[config.mk]
export PLATFORM = sky130hd
export DESIGN_NAME = nlc_execute
export DESIGN_NICKNAME = d
export VERILOG_FILES = /design/src/common/nlc_pkg.sv /design/src/verilog/nlc_execute.sv
export SDC_FILE = /design/constraint.sdc
export NUM_CORES = 2
export LEC_CHECK = 0
export BUFFER_PORTS_ARGS = -buffer_cell sky130_fd_sc_hd__buf_2
export CORE_MARGIN = 10
export CORE_UTILIZATION = 60
export DETAILED_ROUTE_END_ITERATION = 12
export GPL_TIMING_DRIVEN = 0
export PLACE_DENSITY = 0.91
export SYNTH_ARGS = -nofsm -noshare
export SYNTH_HDL_FRONTEND = slang
export SYNTH_SLANG_ARGS = --single-unit
[constraint.sdc]
create_clock -name clk -period 14.8 [get_ports clk]
set_input_delay 2.96 -clock clk [delete_from_list [all_inputs] [get_ports clk]]
set_output_delay 2.96 -clock clk [all_outputs]
set_load 0.1 [all_outputs]
[src/common/nlc_pkg.sv]
`default_nettype none

package nlc_pkg;

	// Channel organisation
	localparam int NUM_CH = 16;
	localparam int CH_W = 4;

	// Sample and fixed-point formats
	localparam int ADC_W = 21;
	localparam int DATA_W = 32;
	localparam int FRAC_BITS = 16;

	// Polynomial evaluation
	localparam int POLY_ORDER = 5;
	localparam int OPS_PER_CH = 6;

	typedef enum logic [0:0] {
		st_idle,
		st_run
	} seq_state_e;

	typedef enum logic [1:0] {
		op_norm,
		op_horner_first,
		op_horner_step
	} nlc_op_e;

	// Coefficients first, so a coefficient's index is its select value
	typedef enum logic [2:0] {
		sel_coeff0,
		sel_coeff1,
		sel_coeff2,
		sel_coeff3,
		sel_coeff4,
		sel_coeff5,
		sel_mean,
		sel_recip
	} param_sel_e;

endpackage

`default_nettype wire

[src/verilog/nlc_execute.sv]
`timescale 1ns/1ps
`default_nettype none

module nlc_execute
	import nlc_pkg::*;
#(
	parameter int DATA_W = 32,
	parameter int FRAC_BITS = 16
) (
	input logic clk,
	input logic rst,
	input logic op_valid,
	input nlc_op_e op,
	input logic [CH_W-1:0] op_ch,
	input logic op_last,
	input logic [DATA_W-1:0] opnd_a,
	input logic [DATA_W-1:0] opnd_b,
	input logic [DATA_W-1:0] opnd_c,
	output logic acc_valid,
	output logic [CH_W-1:0] acc_ch,
	output logic [DATA_W-1:0] acc
);

	logic signed [DATA_W-1:0] mul_a;
	logic signed [DATA_W-1:0] mul_b;
	logic signed [2*DATA_W-1:0] prod;
	logic signed [2*DATA_W-1:0] prod_sh;
	logic [DATA_W-1:0] prod_tr;
	logic [DATA_W-1:0] x_norm;

	// One multiplier shared by all opcodes
	always_comb begin
		case (op)
			op_norm: begin
				mul_a = opnd_a - opnd_b;
				mul_b = opnd_c;
			end
			op_horner_first: begin
				mul_a = opnd_a;
				mul_b = x_norm;
			end
			default: begin
				mul_a = acc;
				mul_b = x_norm;
			end
		endcase
	end

	assign prod = mul_a * mul_b;
	assign prod_sh = prod >>> FRAC_BITS;
	assign prod_tr = prod_sh[DATA_W-1:0];

	// Norm only touches x_norm, so acc still holds the previous
	// channel's result while result samples it
	always_ff @(posedge clk) begin
		if (op_valid) begin
			if (op == op_norm)
				x_norm <= prod_tr;
			else
				acc <= prod_tr + opnd_c;
		end
	end

	always_ff @(posedge clk) begin
		if (rst)
			acc_valid <= 1'b0;
		else
			acc_valid <= op_valid && op_last;
	end

	always_ff @(posedge clk) begin
		if (op_valid && op_last)
			acc_ch <= op_ch;
	end

endmodule

`default_nettype wire

== After elaboration in Yosys (flattened, before gate mapping) ==
Cells that the tools add are included.
Word-level totals
  input bits: 106
  flip-flop bits (word level): 69
  word-level logic and storage cells: 15
Operators by class
  $mul: 1
  bitwise logic cells: 1
  eq/ne operators: 1
  multiplexer cells: 2
  reduce and logical (&&, ||, !) cells: 4
  add/subtract/negate cells: 2
Operators with widths (count)
  32-bit case mux with 2 select lines: 1
  32-bit by 32-bit multiplier with 48-bit output: 1
  32-bit adder: 1
  32-bit two-way mux: 1
  32-bit subtractor: 1
  2-bit AND reduction: 2
  2-bit by 1-bit == test with 1-bit output (second input constant): 1
  2-bit zero test: 1
  1-bit logical AND: 1
  1-bit NOT: 1

== Depth between registers and ports, before layout ==
  depth after elaboration: 4
  mapped depth: 58

== Worst setup path after synthesis ==
OpenSTA, ideal clock, no wires.
  kind: input to register
  start point: input port op[0]
  end point: register acc[31], data pin
  required time: 14.541 ns
  cell stages on the path: 54
  data arrival time: 14.193 ns
  setup time: 0.259 ns
  setup slack: 0.347 ns
  path through: buf_2 > nor2_1 > clkbuf_1 > buf_1 > clkbuf_1 > buf_1 > nand2_1 > nand2_1 > clkbuf_1 > clkbuf_1 > nand2_1 > fa_1 > inv_1 > fa_1 > fa_1 > inv_1 > fa_1 > inv_1 > [... 18 more ...] > nor2b_1 > nor2_1 > xnor2_1 > ha_1 > a21o_1 > a21o_1 > a21oi_1 > nand2_1 > a21oi_1 > o21bai_1 > a31oi_1 > o21ai_0 > nand2_1 > nand2_1 > a221oi_1 > o21ai_0 > xnor2_1 > xnor2_1
Between the ends
  longest elaborated chain between the ends: 4
  elaborated cells on any way between the ends: 6
  classes of those cells: add/sub (1); mul (1); eq/ne (1); mux (2); reduce/logical (1)
Ends and longest elaborated chain
  start: declaration: line nlc_execute.sv:13  | input nlc_op_e op,
  2-bit by 1-bit == test with 1-bit output or 2-bit zero test (tied branches): line nlc_execute.sv:33  | case (op)
  32-bit case mux with 2 select lines or 32-bit two-way mux (tied branches): line nlc_execute.sv:33
  32-bit by 32-bit multiplier with 48-bit output (*): line nlc_execute.sv:49  | assign prod = mul_a * mul_b;
  named net prod[32]: line nlc_execute.sv:26  | logic signed [2*DATA_W-1:0] prod;
  32-bit adder (*): line nlc_execute.sv:60  | acc <= prod_tr + opnd_c;
  end signal: assignment: line nlc_execute.sv:60
  end: declaration: line nlc_execute.sv:21  | output logic [DATA_W-1:0] acc
Mark *: on every way through the listed nets, which the timed path passes. The rest lies on a longest branch.
A chain may end at the register's enable or synchronous reset.

== Worst setup path after layout ==
  start point: input port op[1]
  end point: register acc[31], data pin
Same word-level chain as after synthesis.

==> results.cfg <==
[sta]
relSlewSlack_pct = -2.147
hold-worst-slack_ns = 1.232
finClkSkew_ns = 0.01720
clock.fmax_ghz = 0.06705
tightest_slew_ns = 1.490
hold_violations = 0
post-route-worst-setup-slack_ns = -0.1139
period_minus_slack_ns = 14.91
finalCritPeriodShare_pct = 100.8
finalSetupViolations = 3
final-max-slew-violation-count = 2

[logic_synthesis]
synth.yosys.warnings = 0
ys_seq_area_share_pct = 6.041
synth.cell_area_um2 = 34130
synth_area_per_cell_um2 = 8.886
synth_async_sr_flop_share_pct = 0
dominantRegCellSynth = edfxtp_1
synth_nets = 5013
synthesis.instances = 3841
synth-edff-count = 68
synth_seq_cells = 69
post_synth_num_cell_types = 80

[hold_path]
hold_class = reg -> reg
hold_start = acc[31]$_DFFE_PP_
hold_path_cells = 5
worstHoldEndpoint = x_norm[31]$_DFFE_PP_

[drt]
drtAntennaViolNets = 0
routedWlPerCell_um = 28.28
routed-via-count = 30677
drt-pass1-iter-count = 8
drt-vias-per-instance = 6.336
drt_iter0_markers = 4469
post_route_wl_um = 137000
remaining_drc_errors = 0

[critical_path]
timing.critical_path.mode_cell = fa_1
reg2reg_to = acc[31]$_DFFE_PP_
cp_data_required_time_ns = 14.91
cp-end-kind = register
worst_path_max_delay_cell = clkbuf_1
cpPeakStageDelay_ns = 1.10
critPathMaxFanout = 10
reg2regPathDepth = 41
criticalPathCategory = in -> reg
reg2reg_slack_ns = 3.48
crit_path_start_kind = input port
cp_data_arrival_time_ns = 15.02
timing.rr.start = x_norm[18]$_DFFE_PP_

[layout]
share_of_cells_above_drive_strength_1_pct = 13.12
syn2layout_area_growth_pct = 11.83
finalNetCount = 5244
postLayoutCoreUtil_pct = 67.69

[floorplanning]
core_um2 = 56390
chipHeight_um = 258.5
start_util_pct = 60.53
dieArea_um2 = 66820
fp.dieW_um = 258.5
row_count = 87
floorplan.io_pins = 143

[cts]
insertion_delay_ns = 0.36
clkSlewWorstSetupHoldPaths_ns = 0.07
cts.sink_count = 69
clock_path_buffers = 2
tritoncts = yes
htree_num_levels = 3
cts_inserted_buffers = 9
ctsRootBufferMaster = clkbuf_16

[global_route]
grt_pass1_vias = 31718
largest_net_degree_at_the_start_of_global_routing = 33
global_route_wire_length_before_repair_um = 196000
globalRouteOverflowTotal = 0
grt.total_usage_pct = 39.97
antenna_found_initial = 8

[placement]
buffer_ports.inserted = 142
hpwl_um = 106900
gpl.final_weighted_congestion = 1.120

[run_status]
status = finished with violations
violations_in_the_final_reports = max-capacitance violations, max-slew violations, negative setup slack

[run]
drv.max_cap_violation_count = 4
[stage by stage]
step                TNS, ns  setup WS (ns)  cell area, um2  instances
floorplan                 0         0.3474           34130       3841
global placement     -47.83         -3.065           35790       4739
detailed placement   -53.24         -3.272           35910       4747
CTS                       0      0.0003535           36900       4775
global route        -0.7441        -0.2608           38150       4834
finish              -0.1635        -0.1139           38170       4842
[layout make-up]
class	instances	area, um2
sequential	69	2062
antenna	9	22.52
buffer	137	883.3
multi-input combinational	2717	29110
timing repair buffer	229	1448
clock buffer	9	225.2
inverter	909	3420
clock inverter	7	51.30
tap	756	945.9
fill	4221	18220
[critical path: cells and delay by family]
family | cells | cell delay, ns
AOI/OAI and AO/OA | 15 | 2.82
xor gates and xnor gates | 3 | 0.49
muxes | 1 | 0.53
buffers and inverters | 6 | 2.20
and+or+nand+nor | 11 | 1.33
adders and majority gates | 10 | 4.67
[flip-flops by register name, indices dropped and copies added, names as in the netlist]
register / cells
acc_ch: 4
acc_valid: 1
x_norm: 32
acc: 32
[placed cells by master, fill, tap and decap left out, types with 8 or more instances in the layout]
cell type and instances:
a21o_1 37, a21oi_1 51, a21oi_2 11, and2_1 10, and3_1 13, buf_2 160, buf_4 85, buf_6 16
clkbuf_1 34, clkbuf_16 11, clkbuf_2 36, clkbuf_4 18, diode_2 9, edfxtp_1 68, fa_1 824, fa_2 16
ha_1 210, ha_2 9, inv_1 902, mux2i_1 16, mux2i_2 13, mux2i_4 13, nand2_1 449, nand2b_1 57
nand3_1 24, nor2_1 577, nor2b_1 9, nor3_1 19, o211ai_1 8, o21a_1 24, o21ai_0 29, o21ai_1 12
o21ai_2 14, o21bai_1 10, or2_2 8, xnor2_1 72, xor2_1 20
[Yosys cell counts (3+ instances only)]
library cell	n	share of area, %
inv_1	908	10
fa_1	840	49
nor2_1	583	6.4
nand2_1	451	5.0
ha_1	226	8.3
clkbuf_1	129	1.4
xnor2_1	76	2.0
edfxtp_1	68	6.0
a21oi_1	63	0.92
nand2b_1	59	1.1
o21ai_0	48	0.70
mux2i_1	42	1.2
a21o_1	38	0.84
o21a_1	28	0.62
xor2_1	26	0.67
nand3_1	25	0.37
nor3_1	21	0.31
and3_1	15	0.27
and2_1	13	0.24
mux2_2	13	0.43
o21ai_1	12	0.18
o21bai_1	12	0.26
buf_1	10	0.11
nor2b_1	10	0.18
o211ai_1	8	0.18
or2_2	8	0.15
or3_1	7	0.13
a31oi_1	6	0.11
buf_2	6	0.088
a211oi_1	5	0.11
o31a_1	5	0.13
o31ai_1	5	0.11
nand4_1	4	0.073
xnor3_1	4	0.26
a2111oi_0	3	0.077
a211o_1	3	0.077
a21boi_0	3	0.066
o22a_1	3	0.077
o22ai_1	3	0.055
[worst max-delay path by stage]
stage | startpoint | slack (ns) | cells past startpoint | end
finish | op[1] | -0.11 | 46 | acc[31]$_DFFE_PP_
global route | opnd_b[4] | -0.26 | 50 | acc[31]$_DFFE_PP_
CTS | op[0] | 0.0004 | 54 | acc[31]$_DFFE_PP_
detailed placement | op[0] | -3.27 | 55 | acc[31]$_DFFE_PP_
global placement | op[0] | -3.06 | 55 | acc[31]$_DFFE_PP_
floorplan | op[0] | 0.35 | 54 | acc[31]$_DFFE_PP_
[logic make-up after synthesis]
logic type / after synthesis / synth area share [%]
simple gates: 1209 / 14.50
fa+ha+maj: 1066 / 57.55
buf+inv: 1055 / 11.64
compound gates: 278 / 5.561
xor+xnor: 109 / 3.050
flops: 69 / 6.041
mux: 55 / 1.661
[repair_timing]
action	in CTS	in global routing
gates resized for setup	180	270
hold buffers	0	0
cloned	0	1
setup buffers	17	61
endpoints found under the setup margin	39	13
pin swaps	17	79
[per-layer routing]
metal	global-route usage, %	part of all wire, %
met3	15.39	16
met5	0	0.19
met1	46.72	31
met2	58.64	41
met4	31.38	11
Power is not shown: default switching activity piles up to over one toggle a cycle in this logic, so the estimate is an artifact.
