$ cat src/verilog/nlc_result.sv
`timescale 1ns/1ps
`default_nettype none

module nlc_result #(
	parameter int NUM_CH = 16,
	parameter int ADC_W = 21,
	parameter int DATA_W = 32,
	parameter int FRAC_BITS = 16
) (
	input logic clk,
	input logic rst,
	input logic acc_valid,
	input logic [$clog2(NUM_CH)-1:0] acc_ch,
	input logic [DATA_W-1:0] acc,
	input logic [$clog2(NUM_CH)-1:0] rd_ch,
	output logic [ADC_W-1:0] rd_data,
	output logic done
);

	localparam int CW = $clog2(NUM_CH);
	localparam logic signed [DATA_W-1:0] SAT_MAX = DATA_W'((1 << (ADC_W - 1)) - 1);
	localparam logic signed [DATA_W-1:0] SAT_MIN = -SAT_MAX - 1;

	logic signed [DATA_W-1:0] acc_sh;
	logic [ADC_W-1:0] sat;
	logic [ADC_W-1:0] res [NUM_CH];

	assign acc_sh = signed'(acc) >>> FRAC_BITS;

	// Clamp to the signed sample range
	always_comb begin
		if (acc_sh > SAT_MAX)
			sat = SAT_MAX[ADC_W-1:0];
		else if (acc_sh < SAT_MIN)
			sat = SAT_MIN[ADC_W-1:0];
		else
			sat = acc_sh[ADC_W-1:0];
	end

	always_ff @(posedge clk) begin
		if (rst) begin
			for (int c = 0; c < NUM_CH; c++)
				res[c] <= '0;
			done <= 1'b0;
		end else begin
			done <= acc_valid && (acc_ch == CW'(NUM_CH - 1));
			if (acc_valid)
				res[acc_ch] <= sat;
		end
	end

	assign rd_data = res[rd_ch];

endmodule

`default_nettype wire

$ cat config.mk
export PLATFORM = sky130hd
export DESIGN_NAME = nlc_result
export DESIGN_NICKNAME = d
export VERILOG_FILES = /design/src/verilog/nlc_result.sv
export SDC_FILE = /design/constraint.sdc
export NUM_CORES = 1
export LEC_CHECK = 0
export ABC_CLOCK_PERIOD_IN_PS = 6080
export BUFFER_PORTS_ARGS = -buffer_cell sky130_fd_sc_hd__buf_2
export CAP_MARGIN = 20
export CORE_ASPECT_RATIO = 1.75
export CORE_MARGIN = 2
export CORE_UTILIZATION = 42
export CTS_CLUSTER_DIAMETER = 80
export DETAILED_ROUTE_END_ITERATION = 10
export MAX_ROUTING_LAYER = met4
export SLEW_MARGIN = 40
export SYNTH_ARGS = -nofsm -noshare
export SYNTH_HDL_FRONTEND = slang
export SYNTH_SLANG_ARGS = --single-unit
export TNS_END_PERCENT = 5
$ cat constraint.sdc
create_clock -name clk -period 6.08 [get_ports clk]
set_input_delay 0.912 -clock clk [delete_from_list [all_inputs] [get_ports clk]]
set_output_delay 0.912 -clock clk [all_outputs]
set_load 0.1 [all_outputs]
### Word-level counts from Yosys, hierarchy flattened

Memories as Yosys holds them, arrays and structs flattened.
Index checks and enable logic that the tools add are counted.

* muxes and demuxes: 10
* equality and inequality tests: 1
* $lt $le $gt $ge: 2
* reductions and logical operators: 2

Operators with widths (count)
* 21-bit 2-to-1 mux: 3
* 16-bit by 21-bit > comparator with 1-bit output (second input constant): 1
* 16-bit by 21-bit < comparator with 1-bit output (second input constant): 1
* 21-bit OR reduction: 1
* 1-bit 2-to-1 mux: 6
* 4-bit equality test (second input constant): 1
* 4-bit 2-to-1 mux: 1
* 1-bit logical AND: 1

* memory bits (writable): 336
* output and inout bits: 22
* memories: 1
* logic and storage cells: 17
* input bits: 43
* register bits after elaboration: 1

Memories
* res: depth 16, bits a word 21, rd ports 1, clocked after Yosys merged registers in 0, write ports 16, line 26 `logic [ADC_W-1:0] res [NUM_CH];`

### Longest topological paths before layout

Gate-level depths: netlist (run 1).

* depth in word-level cells: 5
* gate-level depth with buffers: 7
* mapped depth without buffers: 3

### Least setup slack after synthesis (run 1)

Ideal clock, no wire load.

* path type: input -> output
* start point: input port rd_ch[0]
* end point: output port rd_data[16]
* arrival time: 3.342 ns
* path slack: 1.826 ns
* buffers on the path: 4
* data required time: 5.168 ns
* cell stages on the path: 7
* path through: clkbuf_1 buf_4 buf_2 mux4_2 a22oi_1 nand2_1 buf_4

* longest elaborated chain between the ends: 1

RTL lines
* from (decl): line 15 `input logic [$clog2(NUM_CH)-1:0] rd_ch,`
* memory 16 x 21 bit
* to (decl): line 16 `output logic [ADC_W-1:0] rd_data,`

Every way passes these cells.

### Worst setup path after layout (run 1)

* start point: input port rd_ch[0]
* end point: output port rd_data[11]

Same word-level chain as after synthesis.

==> run metrics, run 1 <==
Least-Margin Pin Slew=0.813 ns; Num CTS Buffers=23; top-count cell post-synth=and2_1; Final Setup Violations=0; clock buffer depth=3; CTS Root Buffer Type=clkbuf_16; Detailed Routing Iterations Pass 1=5; CTS tree=done; total congestion overflow=0; Fmax achieved=0.245 GHz; Post-synth top cells=and2_1 (273), edfxtp_1 (272), mux4_2 (68); Storage cell area=8190 um^2; area fraction of the dominant cell type after synthesis=0.665; post-CTS sizing=0; worst hold stages=2; P per Cell Area=304 nW/um^2; crit path from=rd_ch[0]; Routed WL=26400 um; multi-input logic area=3840 um^2; Worst Setup EP=rd_data[11]; vias per cell=5.43; largest net degree at the start of global routing=37; Placer Congestion=0.785; nets=838; Synth Flop Type=edfxtp_1; leakage power=4.74 nW; largest fanout on the critical path=36; Setup CP Type=in -> out; setup TNS=0 ns; Area growth syn-to-layout=11.0%; Die ar.=30700 um^2; remaining routing DRC violations=0; final max-slew violation count=0; vias in the first global route=7031; Final min period=4.09 ns; Post-CTS Setup Inserts=0; layout cells sized above 1=0.230; Worst EP arrival=3.17 ns; register area share after synthesis=0.667; worst min-delay path class=in -> reg; antenna violations before repair=1; Post-Syn Area=12300 um^2; Power, Total=4.14 mW; Critical Path RT=5.17 ns; core area=28700 um^2; RSZ-0062 raised after global routing=no; die height=230 um; Rows=82; Reg clk slew, reported paths=0.07 ns; Netlist cell types=20; worst vdd ir=0.000180 V; Hold Vio Cnt, Final=0; Mean Syn Cell Area=15.9 um^2; via count=6432; Synth Register Bits=273; clock tree sinks=273; final worst-path cycle share=0.672; Routed Antenna Nets=0; initial core utilization=0.427; Post-DP HPWL=17800 um; number of synthesis warnings=0; post-synth top area cell=edfxtp_1; max cap viols=0; CP endpoint kind=output port; total track usage=0.181; Die X=133 um; Slew headroom=0.457; IO buf count=48; number of flops mapped to enable cells by yosys=272; ys async rst share=0; crit start category=input port; H-tree Lvls=1; outcome=completed; I/O pin count=65; cts hold-fix bufs=0; Mapped Cells=770; # fillers=2502; wire per inst=22.2 um; first-pass GRT wire length=40400 um; syn_nets=813; Area contributors post-synth=edfxtp_1 (67%), and2_1 (14%), mux4_2 (12%); iteration-0 DRC count of the detailed router=398
## worst min-delay path by stage
stage / start / to / slack, ns
floorplan: acc[16] / res[0][0] / 1.11
global placement: acc[26] / res[14][10] / 1.37
detailed placement: acc[22] / res[4][6] / 1.38
CTS: acc[22] / res[4][6] / 0.81
global route: acc[22] / res[2][6] / 0.85
finish: acc[22] / res[10][6] / 0.83
## layer usage
metal,GRT usage,routed length [um]
met1,0.197,9630
met2,0.332,14700
met3,0.0212,1210
met4,0.0741,799
met5,-,0
## logic make-up (layout without fill, tap and decap cells)
| family | count (synthesis) | count (layout) | synth area share |
|---|---|---|---|
| compound gates | 34 | 34 | 0.0208 |
| buf+inv | 63 | 99 | 0.0216 |
| flops | 273 | 273 | 0.667 |
| simple gates | 332 | 332 | 0.166 |
| other cells | 0 | 1 | 0 |
| mux | 68 | 68 | 0.125 |
## cell type report
class | count | share of cell area
Timing Repair Buffer | 63 | 0.0281
Clock inverter | 8 | 0.0105
Tap cell | 378 | 0.0347
Sequential cell | 273 | 0.601
Clock buffer | 28 | 0.0436
Antenna cell | 1 | 0.000184
Multi-Input combinational cell | 434 | 0.282
## state kept, by name (all words and copies together) (netlist names)
register,count
done,1
res,272
## critical path, stage by stage
cell	delay [ns]
buf_4	0.55
buf_12	0.38
mux4_2	0.56
a22oi_1	0.26
nand2_1	0.15
buf_2	0.32
## where the power goes
| group | total (mW) | internal (mW) | switching (mW) |
|---|---|---|---|
| combinational | 0.440 | 0.124 | 0.315 |
| clock | 1.50 | 0.861 | 0.643 |
| sequential | 2.20 | 2.17 | 0.0275 |
## placed cells by master, fill, tap and decap left out
cell type and instances:
and2_1 273, edfxtp_1 272, mux4_2 68, buf_2 46, a22oi_1 34, clkbuf_16 23
nand2_1 18, or2_2 16, buf_4 15, nor2_1 9, clkbuf_1 5, nor2_2 4
bufinv_16 4, nor2b_1 2, nand4bb_1 2, nor3_4 2, nand2b_1 2, clkinv_2 2
buf_12 2, diode_2 1, nor3_2 1, or4b_4 1, nand4b_1 1, nor3_1 1
inv_6 1, clkinv_1 1, dfxtp_1 1
## per-stage QoR
step | setup WS, ns | hold slack, ns | cells | util | cell area, um^2
after floorplan | 1.83 | 1.11 | 770 | - | 12300
after global placement | 1.95 | 1.37 | 1148 | 0.448 | 12900
after detailed placement | 1.92 | 1.38 | 1148 | 0.448 | 12900
after CTS | 1.92 | 0.815 | 1184 | 0.474 | 13600
after global routing | 1.80 | 0.852 | 1185 | 0.474 | 13600
final | 1.99 | 0.832 | 1185 | 0.474 | 13600
Power figures use the tool's default switching activity.
==> inputs of run 2 (changes only) <==
--- a/config.mk
+++ b/config.mk
@@ -5,7 +5,8 @@
 export SDC_FILE = /design/constraint.sdc
 export NUM_CORES = 1
 export LEC_CHECK = 0
-export ABC_CLOCK_PERIOD_IN_PS = 6080
+export ABC_AREA = 1
+export ABC_CLOCK_PERIOD_IN_PS = 3540
 export BUFFER_PORTS_ARGS = -buffer_cell sky130_fd_sc_hd__buf_2
 export CAP_MARGIN = 20
 export CORE_ASPECT_RATIO = 1.75
==> constraint.sdc (replaced) <==
create_clock -name clk -period 3.54 [get_ports clk]
set_input_delay 0.531 -clock clk [delete_from_list [all_inputs] [get_ports clk]]
set_output_delay 0.531 -clock clk [all_outputs]
set_load 0.1 [all_outputs]
==> run metrics, run 2 <==
post-synthesis compound-gate area fraction=0 (was 0.0208); CTS tree=done (unchanged); Worst EP arrival=2.45 ns (was 3.17 ns); main combinational cell family by area after synthesis=simple AND/OR/NAND/NOR gates (unchanged); Post-Syn Area=13200 um^2 (was 12300 um^2); Synth Area in Adders=0 (unchanged); die height=238 um (was 230 um); crit-path cells=buf_2 -> clkinv_1 -> nand3_1 -> nand2_1 -> buf_2 (was buf_4 -> buf_12 -> mux4_2 -> a22oi_1 -> nand2_1 -> buf_2); Post-DP HPWL=20500 um (was 17800 um); Die ar.=32800 um^2 (was 30700 um^2); cts hold-fix bufs=0 (unchanged); crit-path max cell delay=0.66 ns (was 0.56 ns); final worst-path cycle share=0.842; Fmax achieved=0.336 GHz; number of flops mapped to enable cells by yosys=272 (unchanged); Final min period=2.98 ns; Ant. Diodes=0 (was 1); register area share after synthesis=0.622 (was 0.667); Mean Syn Cell Area=8.94 um^2 (was 15.9 um^2); worst vdd ir=0.000319 V (was 0.000180 V); post-CTS sizing=0 (unchanged); total track usage=0.202 (was 0.181); most frequent cells in the layout=nand2_1 (375), nor2_1 (275), edfxtp_1 (272) (was and2_1 (273), edfxtp_1 (272), mux4_2 (68)); ys async rst share=0 (unchanged); Placer Congestion=0.799 (was 0.785); I/O pin count=65 (unchanged); DP Cell Count=1854 (was 1148); crit-path most repeated cell=buf_2; metal1 wirelength=11800 um (was 9630 um); layout cells sized above 1=0.0937 (was 0.230); crit start category=input port (unchanged); post-synth top area cell=edfxtp_1 (unchanged); antenna violations before repair=0 (was 1); largest fanout on the critical path=18 (was 36); Critical Path RT=3.01 ns (was 5.17 ns); Routed Antenna Nets=0 (unchanged); clock tree sinks=273 (unchanged); first-pass GRT wire length=49200 um (was 40400 um); critical path's slowest cell=clkinv_1 (was mux4_2); Die X=138 um (was 133 um); Min-Delay Startpoint=acc[22] (unchanged); Synth Register Bits=273 (unchanged); H-tree Lvls=1 (unchanged); largest net degree at the start of global routing=68 (was 37); Biggest register=res (unchanged); leakage power=6.62 nW (was 4.74 nW); Reg clk slew, reported paths=0.06 ns (was 0.07 ns); Post-synth top cells=nand2_1 (375), nor2_1 (275), edfxtp_1 (272) (was and2_1 (273), edfxtp_1 (272), mux4_2 (68)); final max-slew violation count=0 (unchanged); total congestion overflow=0 (unchanged); wire length on met3=1100 um (was 1210 um); Routed WL=31300 um (was 26400 um); Mapped Cells=1471 (was 770); Area contributors post-synth=edfxtp_1 (62%), nand2_1 (11%), nor2_1 (7.8%) (was edfxtp_1 (67%), and2_1 (14%), mux4_2 (12%)); max reg flops=272 (unchanged); area share of and/or/nand/nor cells after synthesis=0.276 (was 0.166); Final Setup Violations=0 (unchanged); via count=9287 (was 6432); multiplexer share of the synthesized area=0 (was 0.125); Hold Vio Cnt, Final=0 (unchanged); fin cells=1896 (was 1185); worst min-delay path class=in -> reg (unchanged); Post-CTS Setup Inserts=0 (unchanged); remaining routing DRC violations=0 (unchanged); iteration-0 DRC count of the detailed router=753 (was 398); outcome=completed (unchanged); CTS Root Buffer Type=clkbuf_16 (unchanged); core area=30800 um^2 (was 28700 um^2); P per Cell Area=503 nW/um^2 (was 304 nW/um^2); Rows=85 (was 82); vias in the first global route=9282 (was 7031); met2 wire length=17700 um (was 14700 um); number of synthesis warnings=0 (unchanged); clock buffer depth=3 (unchanged); setup TNS=0 ns (unchanged); Netlist cell types=16 (was 20); Regs by FF count=res x272, done x1 (unchanged); Slew headroom=0.548 (was 0.457); nets=1532 (was 838); Area growth syn-to-layout=10.5% (was 11.0%); syn_nets=1514 (was 813); area fraction of the dominant cell type after synthesis=0.621 (was 0.665); RSZ-0062 raised after global routing=no (unchanged); commonest non-fill, non-tap cell in the layout=nand2_1 (was and2_1); initial core utilization=0.427 (about the same); crit path from=rd_ch[3] (was rd_ch[0]); wire per inst=16.5 um (was 22.2 um); Synth Flop Type=edfxtp_1 (unchanged); Least-Margin Pin Slew=0.677 ns (was 0.813 ns); IO buf count=48 (unchanged); CP endpoint kind=output port (unchanged); Setup CP Type=in -> out (unchanged); vias per cell=4.90 (was 5.43); Detailed Routing Iterations Pass 1=5 (unchanged); XOR/XNOR share of the synthesized area=0 (unchanged); Max Used Layer=met4 (unchanged); Num CTS Buffers=24 (was 23); top-count cell post-synth=nand2_1 (was and2_1); max cap viols=0 (unchanged)
run 2: cell families after synthesis:
family	count (synthesis)
simple gates	874
flops	273
buf+inv	324
run 2: critical path, delay by kind of cell:
kind / cells / cell delay, ns
buffers and inverters: 3 / 1.39
AND/OR/NAND/NOR: 2 / 0.51
run 2: power breakdown:
group | switching, mW | internal [mW] | total, mW | leakage [nW]
Sequential | 0.0457 | 3.73 | 3.78 | 2.60
Combinational | 0.677 | 0.193 | 0.870 | 3.64
Clock | 1.16 | 1.50 | 2.66 | 0.376
Total | 1.88 | 5.43 | 7.31 | 6.62
run 2: routing by layer:
layer / global-route usage / up-vias
li1: - / 4634
met1: 0.220 / 4406
met2: 0.385 / 202
met3: 0.0159 / 45
met4: 0.0594 / 0
met5: - / -
run 2: stage by stage:
| step | hold WS (ns) | setup WS [ns] | area (um^2) | utilization | power [mW] |
|---|---|---|---|---|---|
| floorplan | 0.782 | 0.475 | 13200 | - | 4.49 |
| global placement | 1.08 | 0.655 | 13800 | 0.446 | 4.71 |
| detailed placement | 1.08 | 0.579 | 13800 | 0.446 | 4.73 |
| CTS | 0.539 | 0.579 | 14500 | 0.472 | 7.35 |
| global route | 0.601 | 0.450 | 14500 | 0.472 | 7.54 |
| finish | 0.552 | 0.561 | 14500 | 0.472 | 7.31 |
run 2: cell type report:
class / count / area, um^2
clock inverters: 13 / 135
repair buffers: 85 / 596
multi-input cells: 874 / 3630
fillers: 2927 / 16300
inverters: 231 / 870
flip-flops and latches: 273 / 8190
well taps: 391 / 489
clock buffers: 29 / 641
run 2: path summary, 6_finish.rpt:
kind	end	cells past startpoint
hold / removal	res[7][6]	3
setup / recovery	rd_data[17]	5
==> inputs of run 3 (changes only) <==
--- a/config.mk
+++ b/config.mk
@@ -6,7 +6,7 @@
 export NUM_CORES = 1
 export LEC_CHECK = 0
 export ABC_AREA = 1
-export ABC_CLOCK_PERIOD_IN_PS = 3540
+export ABC_CLOCK_PERIOD_IN_PS = 3100
 export BUFFER_PORTS_ARGS = -buffer_cell sky130_fd_sc_hd__buf_2
 export CAP_MARGIN = 20
 export CORE_ASPECT_RATIO = 1.75
==> constraint.sdc (replaced) <==
create_clock -name clk -period 3.1 [get_ports clk]
set_input_delay 0.465 -clock clk [delete_from_list [all_inputs] [get_ports clk]]
set_output_delay 0.465 -clock clk [all_outputs]
set_load 0.1 [all_outputs]
==> run metrics, run 3 (synthesis results as in run 2) <==
Regs by FF count=res x272, done x1 (unchanged); Critical Path RT=2.63 ns (was 3.01 ns); Biggest register=res (unchanged); commonest non-fill, non-tap cell in the layout=nand2_1 (unchanged); crit-path max cell delay=0.45 ns (was 0.66 ns); crit start category=input port (unchanged); Power, Total=8.16 mW (was 7.31 mW); layout cells sized above 1=0.0949 (was 0.0937); largest net degree at the start of global routing=84 (was 68); Routed WL=31200 um (was 31300 um); P per Cell Area=562 nW/um^2 (was 503 nW/um^2); antenna violations before repair=0 (unchanged); worst hold stages=3 (unchanged); remaining routing DRC violations=0 (unchanged); DP Worst Slack=0.449 ns (was 0.579 ns); Post-CTS Setup Inserts=0 (unchanged); Hold Vio Cnt, Final=0 (unchanged); RSZ-0062 raised after global routing=no (unchanged); area post-placement=13800 um^2 (about the same); worst min-delay path class=in -> reg (unchanged); final max-slew violation count=0 (unchanged); Int Pwr=6.03 mW (was 5.43 mW); Detailed Routing Iterations Pass 1=5 (unchanged); # fillers=2949 (was 2927); leakage power=6.60 nW (was 6.62 nW); Slew headroom=0.536 (was 0.548); initial core utilization=0.427 (unchanged); post-CTS sizing=0 (unchanged); Final min period=2.63 ns; Min Hold Slack=0.494 ns (was 0.552 ns); Setup CP Type=in -> out (unchanged); Final Setup Violations=0 (unchanged); most frequent cells in the layout=nand2_1 (375), nor2_1 (275), edfxtp_1 (272) (unchanged); Flop pwr share=0.528 (was 0.517); worst vdd ir=0.000378 V (was 0.000319 V); Psw=2.14 mW (was 1.88 mW); IO buf count=48 (unchanged); clock share of power=0.350 (was 0.364); Die ar.=32800 um^2 (unchanged); vias per cell=4.90 (about the same); Area growth syn-to-layout=10.4% (was 10.5%); Sw Ratio=0.262 (was 0.258); CTS Root Buffer Type=clkbuf_16 (unchanged); clock buffer depth=3 (unchanged); final worst-path cycle share=0.849; Post-DP HPWL=20000 um (was 20500 um); DP Cell Count=1857 (was 1854); Placer Congestion=0.800 (was 0.799); Routed Antenna Nets=0 (unchanged); CP endpoint kind=output port (unchanged); Rows=85 (unchanged); die height=238 um (unchanged); largest fanout on the critical path=34 (was 18); max reg flops=272 (unchanged); post-layout util=0.471 (was 0.472); Fmax achieved=0.380 GHz; fin cells=1898 (was 1896); wire per inst=16.4 um (was 16.5 um); max cap viols=0 (unchanged); H-tree Lvls=1 (unchanged); total track usage=0.202 (about the same); clock tree sinks=273 (unchanged); share of power burned in combinational logic=0.122 (was 0.119); crit-path cells=buf_4 -> inv_4 -> buf_12 -> nand2_1 -> nand2_1 -> nand2_1 -> nand3_1 -> nand3_1 -> nand2_1 -> buf_2 (was buf_2 -> clkinv_1 -> nand3_1 -> nand2_1 -> buf_2); cts hold-fix bufs=0 (unchanged); total congestion overflow=0 (unchanged); Post-Layout Inst Area=14500 um^2 (about the same); nets=1534 (was 1532); Die X=138 um (unchanged); setup TNS=0 ns (unchanged); Least-Margin Pin Slew=0.696 ns (was 0.677 ns); via count=9308 (was 9287); PnR worst setup slack=0.467 ns (was 0.561 ns); iteration-0 DRC count of the detailed router=800 (was 753); Num CTS Buffers=23 (was 24); I/O pin count=65 (unchanged); critical path's slowest cell=buf_2 (was clkinv_1); vias in the first global route=9221 (was 9282); Reg clk slew, reported paths=0.07 ns (was 0.06 ns); Worst EP arrival=2.17 ns (was 2.45 ns); outcome=completed (unchanged); core area=30800 um^2 (unchanged); first-pass GRT wire length=48900 um (was 49200 um); Ant. Diodes=0 (unchanged); crit-path most repeated cell=nand2_1 (was buf_2); CTS tree=done (unchanged)
run 3: cell types whose count changed in the layout (fill, tap and decap cells not counted), moves of 2 or more:
cell / previous run / this run
buf_4: 32 / 34
clkbuf_16: 25 / 23
clkinv_2: 3 / 1
inv_6: 0 / 2
run 3: path summary, 6_finish.rpt:
check | startpoint | slack, ns | end
worst min-delay path | acc[29] | 0.49 | res[9][13]
worst max-delay path | rd_ch[0] | 0.47 | rd_data[3]
run 3: critical path: cells and delay by family:
family                 cells  cell delay [ns]
buffers and inverters      4             1.19
AND/OR/NAND/NOR            6             0.49
run 3: per-layer routing:
metal,vias up,GRT usage,part of all wire
met3,59,0.0204,0.040
met1,4385,0.226,0.39
li1,4638,-,-
met2,226,0.368,0.54
met4,0,0.0742,0.029
met5,-,-,0
run 3: power by group through the flow:
| stage | logic, mW | clock network (mW) | registers, mW |
|---|---|---|---|
| after floorplan | 0.744 | 0 | 4.38 |
| after CTS | 1.01 | 2.89 | 4.31 |
| after global placement | 0.992 | 0 | 4.39 |
| after detailed placement | 1.01 | 0 | 4.39 |
| final | 0.997 | 2.85 | 4.31 |
| after global routing | 1.10 | 3.01 | 4.33 |
run 3: cell type report:
| type | count | area (um^2) | share of cell area |
|---|---|---|---|
| Clock buffer | 28 | 594 | 0.0409 |
| Clock inverter | 13 | 125 | 0.00862 |
| Inverter | 231 | 870 | 0.0599 |
| Multi-Input combinational cell | 874 | 3630 | 0.250 |
| Sequential cell | 273 | 8190 | 0.564 |
| Tap cell | 391 | 489 | 0.0337 |
| Timing Repair Buffer | 88 | 631 | 0.0434 |
